[src/had_bkpt_macros.svh]
// Breakpoint unit constants

`ifndef HAD_BKPT_MACROS_SVH
`define HAD_BKPT_MACROS_SVH

// Number of instructions the core can retire in one cycle.
`define HAD_RETIRE_NUM 3

// Width of the breakpoint match nibble reported per retire slot.
// Bits 1 and 2 belong to group A, bits 0 and 3 to group B.
`define HAD_MATCH_W 4

`endif

[src/had_bkpt_pkg.sv]
// Breakpoint unit types

package had_bkpt_pkg;

  // One registered retire cycle after slot qualification and group reduction.
  typedef struct packed {
    logic a_hit;       // Some retiring slot matched bit 1 or bit 2.
    logic b_hit;       // Some retiring slot matched bit 0 or bit 3.
    logic retire0;     // Slot 0 retired normally.
    logic split;       // The retiring instruction is split.
    logic flush;       // The pipeline is flushed.
    logic dbgon;       // The core is in debug mode.
    logic any_retire;  // At least one slot retired.
  } retire_bkpt_t;

  // Breakpoint event handed from the processing stage to the request logic.
  typedef struct packed {
    logic vld;
    logic is_a;
  } bkpt_event_t;

  // Cause reported together with the debug request.
  typedef enum logic [1:0] {
    none  = 2'd0,
    grp_a = 2'd1,
    grp_b = 2'd2
  } bkpt_cause_e;

endpackage

[src/had_retire_qual.sv]
// Retire breakpoint qualifier

`timescale 1ns/10ps
`include "had_bkpt_macros.svh"

module had_retire_qual
  import had_bkpt_pkg::*;
(
  input  logic                    cpuclk,
  input  logic                    cpurst_b,
  input  logic [`HAD_MATCH_W-1:0] inst0_match,
  input  logic [`HAD_MATCH_W-1:0] inst1_match,
  input  logic [`HAD_MATCH_W-1:0] inst2_match,
  input  logic                    retire0_normal,
  input  logic                    retire1,
  input  logic                    retire2,
  input  logic                    split_inst,
  input  logic                    dbgon,
  input  logic                    flush,
  output retire_bkpt_t            rtr
);

  logic [`HAD_MATCH_W-1:0]    match_raw [`HAD_RETIRE_NUM];
  logic [`HAD_RETIRE_NUM-1:0] retire;
  logic                       a_hit_c;
  logic                       b_hit_c;
  retire_bkpt_t               rtr_d;

  assign match_raw[0] = inst0_match;
  assign match_raw[1] = inst1_match;
  assign match_raw[2] = inst2_match;

  assign retire = {retire2, retire1, retire0_normal};

  // A slot only contributes its match bits in a cycle where it retires.
  always_comb
  begin
    a_hit_c = 1'b0;
    b_hit_c = 1'b0;
    for (int i = 0; i < `HAD_RETIRE_NUM; i++)
    begin
      if (retire[i])
      begin
        a_hit_c = a_hit_c | match_raw[i][1] | match_raw[i][2];
        b_hit_c = b_hit_c | match_raw[i][0] | match_raw[i][3];
      end
    end
  end

  always_comb
  begin
    rtr_d.a_hit      = a_hit_c;
    rtr_d.b_hit      = b_hit_c;
    rtr_d.retire0    = retire0_normal;
    rtr_d.split      = split_inst;
    rtr_d.flush      = flush;
    rtr_d.dbgon      = dbgon;
    rtr_d.any_retire = |retire;
  end

  // Flush and debug-on go through the same register as the hits,
  // so the later stages see them in the retire cycle they belong to.
  always_ff @(posedge cpuclk or negedge cpurst_b)
  begin
    if (!cpurst_b)
      rtr <= '0;
    else
      rtr <= rtr_d;
  end

  // A group hit can only come from a slot that actually retired.
  a_hit_needs_retire: assert property (
    @(posedge cpuclk) disable iff (!cpurst_b)
    (rtr.a_hit || rtr.b_hit) |-> rtr.any_retire
  ) else $error("group hit without a retiring slot");

endmodule

[src/had_nirv_bkpt.sv]
// Non-intrusive breakpoint stage

`timescale 1ns/10ps

module had_nirv_bkpt
  import had_bkpt_pkg::*;
(
  input  logic         cpuclk,
  input  logic         cpurst_b,
  input  retire_bkpt_t rtr,
  input  logic         ctrl_bkpta_en,
  input  logic         ctrl_bkptb_en,
  input  logic         nirven,
  output bkpt_event_t  evt
);

  logic qual_a;
  logic qual_b;
  logic bkpt_occur;
  logic occur_raw;
  logic bkpt_pending;
  logic bkpta_pending;
  logic is_a_sel;
  logic vld_q;
  logic is_a_q;

  // Each group is gated by its own enable and by the global enable.
  assign qual_a     = rtr.a_hit & ctrl_bkpta_en;
  assign qual_b     = rtr.b_hit & ctrl_bkptb_en;
  assign bkpt_occur = nirven & (qual_a | qual_b);

  // A hit on a split instruction waits for its last part.
  always_ff @(posedge cpuclk or negedge cpurst_b)
  begin
    if (!cpurst_b)
      bkpt_pending <= 1'b0;
    else if (rtr.flush)
      bkpt_pending <= 1'b0;
    else if (bkpt_occur && rtr.split)
      bkpt_pending <= 1'b1;
    else if (rtr.dbgon)
      bkpt_pending <= 1'b0;
  end

  // Only the first split hit decides the group.
  always_ff @(posedge cpuclk or negedge cpurst_b)
  begin
    if (!cpurst_b)
      bkpta_pending <= 1'b0;
    else if (bkpt_occur && rtr.split && !bkpt_pending)
      bkpta_pending <= rtr.a_hit;
    else if (rtr.dbgon)
      bkpta_pending <= 1'b0;
  end

  // Either a plain hit, or the non-split retire that closes a pending split.
  assign occur_raw = (bkpt_occur && !rtr.split) ||
                     (bkpt_pending && rtr.retire0 && !rtr.split);

  always_ff @(posedge cpuclk or negedge cpurst_b)
  begin
    if (!cpurst_b)
      vld_q <= 1'b0;
    else if (rtr.flush)
      vld_q <= 1'b0;
    else if (occur_raw)
      vld_q <= 1'b1;
    else if (rtr.dbgon)
      vld_q <= 1'b0;
  end

  assign is_a_sel = bkpt_pending ? bkpta_pending : rtr.a_hit;

  // The group is frozen once the event is valid.
  always_ff @(posedge cpuclk or negedge cpurst_b)
  begin
    if (!cpurst_b)
      is_a_q <= 1'b0;
    else if (occur_raw && !vld_q)
      is_a_q <= is_a_sel;
    else if (rtr.dbgon)
      is_a_q <= 1'b0;
  end

  assign evt.vld  = vld_q;
  assign evt.is_a = is_a_q;

  // A flushed retire cycle never leaves a valid breakpoint behind.
  no_vld_after_flush: assert property (
    @(posedge cpuclk) disable iff (!cpurst_b)
    rtr.flush |=> !evt.vld
  ) else $error("breakpoint valid after flush");

endmodule

[src/had_dbg_req_ctrl.sv]
// Debug request control

`timescale 1ns/10ps

module had_dbg_req_ctrl
  import had_bkpt_pkg::*;
(
  input  logic         cpuclk,
  input  logic         cpurst_b,
  input  bkpt_event_t  evt,
  input  retire_bkpt_t rtr,
  output logic         dbg_req,
  output bkpt_cause_e  bkpt_cause
);

  logic vld_q;
  logic vld_rise;

  // Previous value of the event valid, for edge detection.
  always_ff @(posedge cpuclk or negedge cpurst_b)
  begin
    if (!cpurst_b)
      vld_q <= 1'b0;
    else
      vld_q <= evt.vld;
  end

  // A new breakpoint is ignored once the core is already in debug mode.
  assign vld_rise = evt.vld && !vld_q && !rtr.dbgon;

  always_ff @(posedge cpuclk or negedge cpurst_b)
  begin
    if (!cpurst_b)
      dbg_req <= 1'b0;
    else if (rtr.dbgon)
      dbg_req <= 1'b0;
    else if (rtr.flush)
      dbg_req <= 1'b0;
    else if (vld_rise)
      dbg_req <= 1'b1;
  end

  // The cause survives a flush and is only cleared on debug entry.
  always_ff @(posedge cpuclk or negedge cpurst_b)
  begin
    if (!cpurst_b)
      bkpt_cause <= none;
    else if (rtr.dbgon)
      bkpt_cause <= none;
    else if (!rtr.flush && vld_rise)
      bkpt_cause <= evt.is_a ? grp_a : grp_b;
  end

  // The request must not be raised while debug mode is active.
  no_req_in_dbgon: assert property (
    @(posedge cpuclk) disable iff (!cpurst_b)
    rtr.dbgon |=> !dbg_req
  ) else $error("debug request raised in debug mode");

endmodule

[src/had_bkpt_top.sv]
// Breakpoint unit top level

`timescale 1ns/10ps
`include "had_bkpt_macros.svh"

module had_bkpt_top
  import had_bkpt_pkg::*;
(
  input  logic                    cpuclk,
  input  logic                    cpurst_b,
  input  logic                    ctrl_bkpta_en,
  input  logic                    ctrl_bkptb_en,
  input  logic                    nirven,
  input  logic [`HAD_MATCH_W-1:0] inst0_match,
  input  logic [`HAD_MATCH_W-1:0] inst1_match,
  input  logic [`HAD_MATCH_W-1:0] inst2_match,
  input  logic                    retire0_normal,
  input  logic                    retire1,
  input  logic                    retire2,
  input  logic                    split_inst,
  input  logic                    dbgon,
  input  logic                    flush,
  output logic                    dbg_req,
  output bkpt_cause_e             bkpt_cause
);

  retire_bkpt_t rtr;
  bkpt_event_t  evt;

  // Input register and group reduction.
  had_retire_qual u_had_retire_qual (
    .cpuclk         (cpuclk),
    .cpurst_b       (cpurst_b),
    .inst0_match    (inst0_match),
    .inst1_match    (inst1_match),
    .inst2_match    (inst2_match),
    .retire0_normal (retire0_normal),
    .retire1        (retire1),
    .retire2        (retire2),
    .split_inst     (split_inst),
    .dbgon          (dbgon),
    .flush          (flush),
    .rtr            (rtr)
  );

  // Enable gating and split handling.
  had_nirv_bkpt u_had_nirv_bkpt (
    .cpuclk        (cpuclk),
    .cpurst_b      (cpurst_b),
    .rtr           (rtr),
    .ctrl_bkpta_en (ctrl_bkpta_en),
    .ctrl_bkptb_en (ctrl_bkptb_en),
    .nirven        (nirven),
    .evt           (evt)
  );

  // Request level and cause.
  had_dbg_req_ctrl u_had_dbg_req_ctrl (
    .cpuclk     (cpuclk),
    .cpurst_b   (cpurst_b),
    .evt        (evt),
    .rtr        (rtr),
    .dbg_req    (dbg_req),
    .bkpt_cause (bkpt_cause)
  );

endmodule

[config.mk]
export PLATFORM = sky130hd
export DESIGN_NAME = had_bkpt_top
export DESIGN_NICKNAME = d
export VERILOG_FILES = /design/src/had_bkpt_pkg.sv /design/src/had_retire_qual.sv /design/src/had_nirv_bkpt.sv /design/src/had_dbg_req_ctrl.sv /design/src/had_bkpt_top.sv
export VERILOG_INCLUDE_DIRS = /design/src
export SDC_FILE = /design/constraint.sdc
export NUM_CORES = 1
export LEC_CHECK = 0
export BUFFER_PORTS_ARGS = -buffer_cell sky130_fd_sc_hd__clkbuf_2
export CAP_MARGIN = 25
export CELL_PAD_IN_SITES_DETAIL_PLACEMENT = 1
export CELL_PAD_IN_SITES_GLOBAL_PLACEMENT = 1
export CORE_MARGIN = 3
export CORE_UTILIZATION = 30
export DETAILED_ROUTE_END_ITERATION = 8
export GPL_TIMING_DRIVEN = 0
export PLACE_DENSITY = 0.75
export REMOVE_ABC_BUFFERS = 1
export SYNTH_ARGS = -nofsm -noshare
export SYNTH_HDL_FRONTEND = slang
export SYNTH_SLANG_ARGS = --single-unit
[constraint.sdc]
create_clock -name cpuclk -period 1.1 [get_ports cpuclk]
set_input_delay 0.055 -clock cpuclk [delete_from_list [all_inputs] [get_ports cpuclk]]
set_output_delay 0.055 -clock cpuclk [all_outputs]
set_load 0.01 [all_outputs]
Word level (Yosys, flattened, before mapping)

Cells that the tools add are included.

Flip-flop bits (word level): 14
Bits in latches: 0
Bits in writable memories: 0
ROM bits: 0
Word-level logic and storage cells: 69
Memories kept: 0

$add $sub $neg: 0
$mul: 0
Divide/modulo/power cells: 0
Magnitude comparators: 0
Equal/unequal tests: 0
Shift-type cells: 0
Mux-type cells: 20
Bitwise logic cells: 14
Reductions and logical operators: 22

Operators with widths:

| operator          | number |
|---|---|
| $mux 1            | 17 |
| $or 1x1->1        | 11 |
| $logic_and 1x1->1 | 9 |
| $reduce_bool 3->1 | 3 |
| $logic_not 1->1   | 6 |
| $mux 2            | 3 |
| $reduce_bool 2->1 | 3 |
| $and 1x1->1       | 3 |
| $logic_or 1x1->1  | 1 |

Logic depth before layout (Yosys ltp)

Gate-level depths: netlist (run 1).

Depth after elaboration: 8
Depth in mapped cells: 3
Mapped depth without buffers: 3

Hierarchy

Synthesis (run 1) repeated with hierarchy kept, for this count alone.

Cells, all modules: 53
Area, all modules: 649.4 µm²

Modules (own cells, without submodules):

| module           | instances | cells each | area each (µm²) | seq. area each (µm²) |
|---|---|---|---|---|
| had_nirv_bkpt    | 1         | 23         | 246.5           | 100.1 |
| had_retire_qual  | 1         | 16         | 221.5           | 175.2 |
| had_dbg_req_ctrl | 1         | 14         | 181.4           | 100.1 |

Worst setup path before layout (run 1)

No wires, ideal clock.

Path kind: register to register
Start: reg u_had_retire_qual.rtr[5] (netlist name)
End: reg u_had_nirv_bkpt.bkpta_pending
Arrival: 0.985 ns
Data required time: 0.975 ns
Setup slack: -0.010 ns
Stages on the path, launching flop included: 4
Buffers on the path: 0
Period minus slack after synthesis: 1.110 ns
Cells stage by stage: dfrtp_1 a22o_4 nand4b_2 mux2_4

Longest elaborated chain between the ends: 6
Elaborated cells on any way between the ends: 7
Those cells by class: 1 x mux; 3 x bitwise; 3 x reduce/logical

Ends and longest elaborated chain:

| item                                               | line                | text |
|---|---|---|
| $and 1x1->1 (*)                                    | had_nirv_bkpt.sv:29 | `assign qual_b = rtr.b_hit & ctrl_bkptb_en;` |
| $or 1x1->1 (*)                                     | had_nirv_bkpt.sv:30 | `assign bkpt_occur = nirven & (qual_a \| qual_b);` |
| $and 1x1->1 (*)                                    | had_nirv_bkpt.sv:30 |  |
| $logic_and 1x1->1 (*) (2 in a row)                 | had_nirv_bkpt.sv:50 | `else if (bkpt_occur && rtr.split && !bkpt_pending)` |
| $mux 1 / $reduce_bool 2->1 (equally long branches) | n/a                 |  |
| end signal: assignment                             | had_nirv_bkpt.sv:51 | `bkpta_pending <= rtr.a_hit;` |
| end: declaration                                   | had_nirv_bkpt.sv:22 | `logic bkpta_pending;` |

Every way passes the cells marked *; elsewhere a longest branch is shown, timed or not.
A chain may end at the register's enable or synchronous reset.

Worst setup path after layout (run 1)

Start: reg u_had_retire_qual.rtr[5] (netlist name)
End: reg u_had_nirv_bkpt.bkpta_pending

Longest elaborated chain between the ends: 6
Elaborated cells on any way between the ends: 7
Those cells by class: 1 x mux; 3 x bitwise; 3 x reduce/logical

Ends and longest elaborated chain:

| item                                               | line |
|---|---|
| $and 1x1->1 (*)                                    | had_nirv_bkpt.sv:29 |
| $or 1x1->1 (*)                                     | had_nirv_bkpt.sv:30 |
| $and 1x1->1 (*)                                    | had_nirv_bkpt.sv:30 |
| $logic_and 1x1->1 (*) (2 in a row)                 | had_nirv_bkpt.sv:50 |
| $mux 1 / $reduce_bool 2->1 (equally long branches) | n/a |

Marked as above.

==> results.sh, run 1 <==
export IMPL_dp_worst_setup_slack_ns=-0.0684
export IMPL_route_detailed_drc=0
export IMPL_min_period_over_period=1.04
export IMPL_status="finished, violations left"
export IMPL_fin_area_um2=888
export IMPL_cp_data_arrival_time_ns=1.31
export IMPL_ios=26
export IMPL_place_congestion=0.748
export IMPL_cp_max_fo=4
export IMPL_worst_slew_margin_rel=0.778
export IMPL_drive_gt1_frac=0.471
export IMPL_path_class="flip-flop to flip-flop"
export IMPL_layout_cells_most_common_list="clkbuf_2, dfrtp_1, o21ai_0, dlygate4sd3_1, mux2i_1"
export IMPL_rsz0062_at_grt="yes"
export IMPL_synth_distinct_cells=20
export IMPL_hold_class="input pin to flip-flop"
export IMPL_wl_um=1360
export IMPL_setup_viol=2
export IMPL_num_vias=531
export IMPL_critPathCaptureType="flip-flop"
export IMPL_leakage_nw=0.435
export IMPL_core_um2=1780
export IMPL_finalWorstSetupSlack_ns=-0.0463
export IMPL_violations="setup timing"
export IMPL_grtUsageTotal=0.129
export IMPL_start_util=0.331
export IMPL_via_per_inst=4.83
export IMPL_drtPass1Iterations=2
export IMPL_cellPowerDensity_nw_per_um2=1230
export IMPL_grt_max_degree=15
export IMPL_synth_top_cell_area_share=0.593
export IMPL_achievable_frequency_ghz=0.872
export IMPL_fillers=199
export IMPL_clk_pin_slew_ns=0.08
export IMPL_ff2ff_path_depth=3
export IMPL_ant_nets=0
export IMPL_wl_per_cell_um=12.3
export IMPL_synth_top_cell_by_area="dfrtp_1"
export IMPL_required_ns=1.26
export IMPL_fin_crit_ns=1.15
export IMPL_dieArea_um2=2540
export IMPL_grt_pass1_wl_um=2350
export IMPL_grt_pass1_vias=563
export IMPL_cts_num_sinks=14
export IMPL_cts_root_buf="clkbuf_4"
export IMPL_synth_compound_area_share=0.138
export IMPL_dp_hpwl_um=1020
export IMPL_drt_iter0_drc=2
export IMPL_htree_levels=1
export IMPL_ys_warn_count=0
export IMPL_synth_area_leaders="dfrtp_1, mux2i_1, o21ai_0"
export IMPL_ys_ff_latch=14
export IMPL_worst_slew_pin_slew_ns=0.333
export IMPL_area_delta_synth_final_pct=50.4
export IMPL_fp_dieH_um=50.4
export IMPL_fin_skew_ns=0.00145
export IMPL_maxCapViolCount=0
export IMPL_std_cell_rows=15
export IMPL_grt_ovfl_total=0
export IMPL_synthCells=47
export IMPL_synthMuxAreaShare=0.0932
export IMPL_antenna_found_initial=0
export IMPL_post_dp_cell_area_um2=747
export IMPL_io_buffers=25
export IMPL_die_w_um=50.4
export IMPL_ir_worst_vdd_uv=669
export IMPL_whs_path_depth=3
export IMPL_antenna_cells=0
export IMPL_synthAdderAreaFrac=0
export IMPL_hold_viol_final=0
export IMPL_cts_buffers=3
export IMPL_ys_seq_area_frac=0.593
export IMPL_synth_xor_area_frac=0
export IMPL_fin_nets=109
export IMPL_synth_top_family_by_area="simple AND/OR/NAND/NOR gates"
export IMPL_syn_avg_cell_area_um2=12.6
export IMPL_yosys_area_share_simple=0.157
export IMPL_maxSlewViolCount=0
export IMPL_clkLatencyLatePin_ns=0.27
export IMPL_tritoncts="yes"
export IMPL_final_common_cell="clkbuf_2"
export IMPL_max_clock_path_buffers=2
export IMPL_synth_cell_area_um2=591
export IMPL_startpoint_type="flip-flop"
[timing repair]
action	in CTS	in global routing
pin swaps	2	1
gates resized for setup	3	3
setup buffers	2	1
hold endpoints to repair	19	0
setup endpoints to repair	4	4
hold buffers	6	0
[power breakdown]
part / switching (mW) / total (mW) / internal (mW)
clock network: 0.157 / 0.358 / 0.201
registers: 0.0294 / 0.575 / 0.546
logic: 0.0606 / 0.157 / 0.0964
[critical path, cell delays in order (launching register included)]
cell and delay (ns):
dfrtp_1 0.38, a22o_4 0.27, nand4b_4 0.09, mux2_4 0.30
[through the flow]
stage	cells	power (mW)	util	setup TNS, ns	hold WS [ns]
after floorplan	47	0.636	-	-0.00968	-0.241
after global placement	97	0.700	0.419	-0.0518	-0.0280
after detailed placement	97	0.705	0.419	-0.149	-0.0275
after CTS	109	1.11	0.491	-0.120	0.00899
after global routing	110	1.16	0.498	-0.310	0.00648
final	110	1.09	0.498	-0.0514	0.0164
[cell type report]
class,instances,area (um2),share of cell area
clock buffer,4,36.3,0.0408
timing repair buffer,34,208,0.234
inverter,3,11.3,0.0127
sequential,14,354,0.399
tap,25,31.3,0.0352
multi-input combinational,30,248,0.279
[cell families after synthesis]
group,Yosys count
muxes,5
and+or+nand+nor,13
DFF,14
buffers and inverters,3
AOI/OAI and AO/OA,12
[cell usage after synthesis]
master / number
o31ai_1: 1
nand4b_2: 1
a22o_4: 1
nor2_1: 3
nand2_1: 1
nor3b_1: 1
mux2_4: 1
and4bb_1: 1
a22oi_1: 1
a21oi_1: 2
nand3_1: 2
nor2b_1: 1
a32oi_1: 1
o21ai_0: 6
mux2i_1: 4
nor3_1: 1
inv_1: 3
or3b_1: 1
nor3b_2: 1
dfrtp_1: 14
[per-layer routing]
layer	global-route usage	wire length, um	vias to the layer above
met3	0.0386	98	4
met4	0.0673	23	0
li1	-	-	248
met2	0.235	746	23
met1	0.129	487	256
met5	0	0	-
[path summary, 6_finish.rpt]
kind | end | slack (ns) | start
setup / recovery | u_had_nirv_bkpt.bkpta_pending | -0.05 | u_had_retire_qual.rtr[5]
hold reg to reg | u_had_nirv_bkpt.bkpt_pending | 0.51 | u_had_retire_qual.rtr[2]
min in group asynchronous | u_had_dbg_req_ctrl.dbg_req | 0.22 | cpurst_b
hold / removal | u_had_retire_qual.rtr[5] | 0.02 | inst1_match[3]
max in group asynchronous | u_had_retire_qual.rtr[3] | 0.61 | cpurst_b
setup reg to reg | u_had_nirv_bkpt.bkpta_pending | -0.05 | u_had_retire_qual.rtr[5]
[flip-flops by register name, indices dropped and copies added, names as in the netlist]
signal,cells
u_had_retire_qual.rtr,6
u_had_dbg_req_ctrl.bkpt_cause,2
u_had_nirv_bkpt.bkpt_pending,1
u_had_nirv_bkpt.vld_q,1
u_had_dbg_req_ctrl.vld_q,1
u_had_nirv_bkpt.bkpta_pending,1
u_had_dbg_req_ctrl.dbg_req,1
u_had_nirv_bkpt.is_a_q,1
(Power assumes the default switching activity.)
==> run 2: changes to the inputs <==
- BUFFER_PORTS_ARGS: -buffer_cell sky130_fd_sc_hd__clkbuf_2 -> -buffer_cell sky130_fd_sc_hd__buf_2
- CORE_MARGIN: 3 -> 2
==> run 2 against run 1 <==
Compared with the run above: the run still ends with setup timing left; via count is 3.6% lower; sequential share of layout area is 1.7 points higher; flip-flop and latch count stayed put; critical path depth stayed put; hold slack worse by 0.0018 ns; sequential power hardly changed; cell area is 4.1% lower; total power is 8.1% lower; utilization is 5.0 points lower; setup slack better by 0.011 ns; combinational power is 6% lower; largest cell class unchanged; largest power group unchanged.
==> results.sh, run 2 (synthesis gave the netlist of run 1 again) <==
export IMPL_fin_area_um2=852
export IMPL_num_vias=512
export IMPL_worst_slew_pin_slew_ns=0.305
export IMPL_status="finished, violations left"
export IMPL_grt_ovfl_total=0
export IMPL_worstPathCellList="a22o_4, nand4b_4, mux2_4"
export IMPL_fillers=211
export IMPL_antenna_cells=0
export IMPL_start_util=0.311
export IMPL_ir_worst_vdd_uv=483
export IMPL_io_buffers=25
export IMPL_p_total_mw=1.00
export IMPL_grt_pass1_vias=560
export IMPL_min_period_over_period=1.03
export IMPL_cp_data_arrival_time_ns=1.29
export IMPL_violations="setup timing"
export IMPL_tritoncts="yes"
export IMPL_clk_pin_slew_ns=0.08
export IMPL_layout_cells_most_common_list="buf_2, dfrtp_1, o21ai_0, dlygate4sd3_1, mux2i_1"
export IMPL_largest_reg_flops=6
export IMPL_cpMaxStageDelayCell="dfrtp_1"
export IMPL_fp_dieH_um=48.4
export IMPL_dieArea_um2=2340
export IMPL_grt_pass1_wl_um=2390
export IMPL_antenna_found_initial=0
export IMPL_post_route_util=0.448
export IMPL_rr_startpoint="u_had_retire_qual.rtr[5]"
export IMPL_cp_slowest_stage_delay_ns=0.38
export IMPL_clkLatencyLatePin_ns=0.27
export IMPL_fin_skew_ns=0.00211
export IMPL_largest_register="u_had_retire_qual.rtr"
export IMPL_final_common_cell="buf_2"
export IMPL_rr_endpoint="u_had_nirv_bkpt.bkpta_pending"
export IMPL_route_detailed_drc=0
export IMPL_leakage_nw=0.411
export IMPL_required_ns=1.26
export IMPL_fin_crit_ns=1.13
export IMPL_std_cell_rows=16
export IMPL_maxCapViolCount=0
export IMPL_critPathCaptureType="flip-flop"
export IMPL_maxSlewViolCount=0
export IMPL_setup_viol=1
export IMPL_worstHoldStart="inst1_match[3]"
export IMPL_cts_root_buf="clkbuf_4"
export IMPL_path_buf_inv=0
export IMPL_die_w_um=48.4
export IMPL_grtUsageTotal=0.137
export IMPL_hold_class="input pin to flip-flop"
export IMPL_cts_buffers=3
export IMPL_hold_viol_final=0
export IMPL_area_delta_synth_final_pct=44.3
export IMPL_drtPass1Iterations=4
export IMPL_hold_end="u_had_retire_qual.rtr[5]"
export IMPL_whs_path_depth=3
export IMPL_htree_levels=1
export IMPL_startpoint_type="flip-flop"
export IMPL_wl_per_cell_um=12.5
export IMPL_grt_max_degree=15
export IMPL_drt_iter0_drc=5
export IMPL_place_congestion=0.751
export IMPL_worst_slew_margin_rel=0.797
export IMPL_fin_nets=106
export IMPL_ant_nets=0
export IMPL_wl_um=1350
export IMPL_finalWorstSetupSlack_ns=-0.0350
export IMPL_post_dp_cell_area_um2=749
export IMPL_cp_max_fo=4
export IMPL_ff2ff_path_depth=3
export IMPL_achievable_frequency_ghz=0.881
export IMPL_r2r_setup_slack_ns=-0.03
export IMPL_rsz0062_at_grt="yes"
export IMPL_ios=26
export IMPL_path_class="flip-flop to flip-flop"
export IMPL_cellPowerDensity_nw_per_um2=1180
export IMPL_cts_num_sinks=14
export IMPL_max_clock_path_buffers=2
export IMPL_via_per_inst=4.74
export IMPL_drive_gt1_frac=0.457
export IMPL_cp_top_family="flip-flops"
export IMPL_core_um2=1900
export IMPL_top_regs="u_had_retire_qual.rtr: 6 flops, u_had_dbg_req_ctrl.bkpt_cause: 2 flops"
==> run 2: cell count changes in the layout (fill, tap and decap cells not counted), sizes merged <==
| cell | previous run | this run |
|---|---|---|
| buf | 3 | 26 |
| dlygate4sd3 | 6 | 5 |
| clkbuf | 29 | 3 |
==> run 2: final cells by class <==
type / instances / area, um2 / share of cell area
multi-input combinational: 30 / 248 / 0.291
tap: 27 / 33.8 / 0.0396
timing repair buffer: 31 / 183 / 0.214
clock buffer: 3 / 22.5 / 0.0264
inverter: 3 / 11.3 / 0.0132
sequential: 14 / 354 / 0.416
==> run 2: per-layer routing <==
metal	share of wire	wire length, um	vias up	GRT usage
li1	-	-	242	-
met1	0.35	466	242	0.139
met2	0.57	763	26	0.264
met3	0.071	96	2	0.0247
met4	0.014	19	0	0.0714
met5	0	0	-	0
==> run 2: report_power, final <==
| group | internal [mW] | total (mW) | switching, mW |
|---|---|---|---|
| clock network | 0.126 | 0.280 | 0.154 |
| registers | 0.546 | 0.575 | 0.0293 |
| logic | 0.0883 | 0.147 | 0.0588 |
==> run 2: how the worst max path moves through the flow <==
stage,start,slack [ns],depth (start not counted),endpoint
after global routing,u_had_retire_qual.rtr[5],-0.07,3,u_had_nirv_bkpt.bkpta_pending
final,u_had_retire_qual.rtr[5],-0.03,3,u_had_nirv_bkpt.bkpta_pending
after global placement,u_had_retire_qual.rtr[5],-0.03,3,u_had_nirv_bkpt.bkpta_pending
after floorplan,u_had_retire_qual.rtr[5],-0.01,3,u_had_nirv_bkpt.bkpta_pending
after detailed placement,u_had_retire_qual.rtr[5],-0.03,3,u_had_nirv_bkpt.bkpta_pending
after CTS,u_had_retire_qual.rtr[5],-0.03,3,u_had_nirv_bkpt.bkpta_pending
==> run 2: per-stage QoR <==
step / hold slack, ns / setup slack, ns / TNS (ns) / instances
6_report: 0.0145 / -0.0350 / -0.0350 / 108
5_1_grt: 0.00927 / -0.0691 / -0.127 / 108
4_1_cts: 0.0120 / -0.0343 / -0.0343 / 108
3_5_place_dp: -0.0362 / -0.0314 / -0.0350 / 99
3_3_place_gp: -0.0390 / -0.0304 / -0.0322 / 99
2_1_floorplan: -0.241 / -0.00968 / -0.00968 / 47
==> run 2: what timing repair did <==
| action | in CTS | in global routing |
|---|---|---|
| pin swaps | 2 | 0 |
| gates resized for setup | 2 | 4 |
| hold buffers | 5 | 0 |
| hold endpoints to repair | 18 | 0 |
| setup endpoints to repair | 3 | 4 |
| setup buffers | 1 | 0 |
==> run 2: tightest hold or removal path, delay by kind of cell <==
| kind | cells | cell delay [ns] |
|---|---|---|
| buf+inv | 1 | 0.07 |
| compound gates | 1 | 0.06 |
| simple gates | 1 | 0.06 |
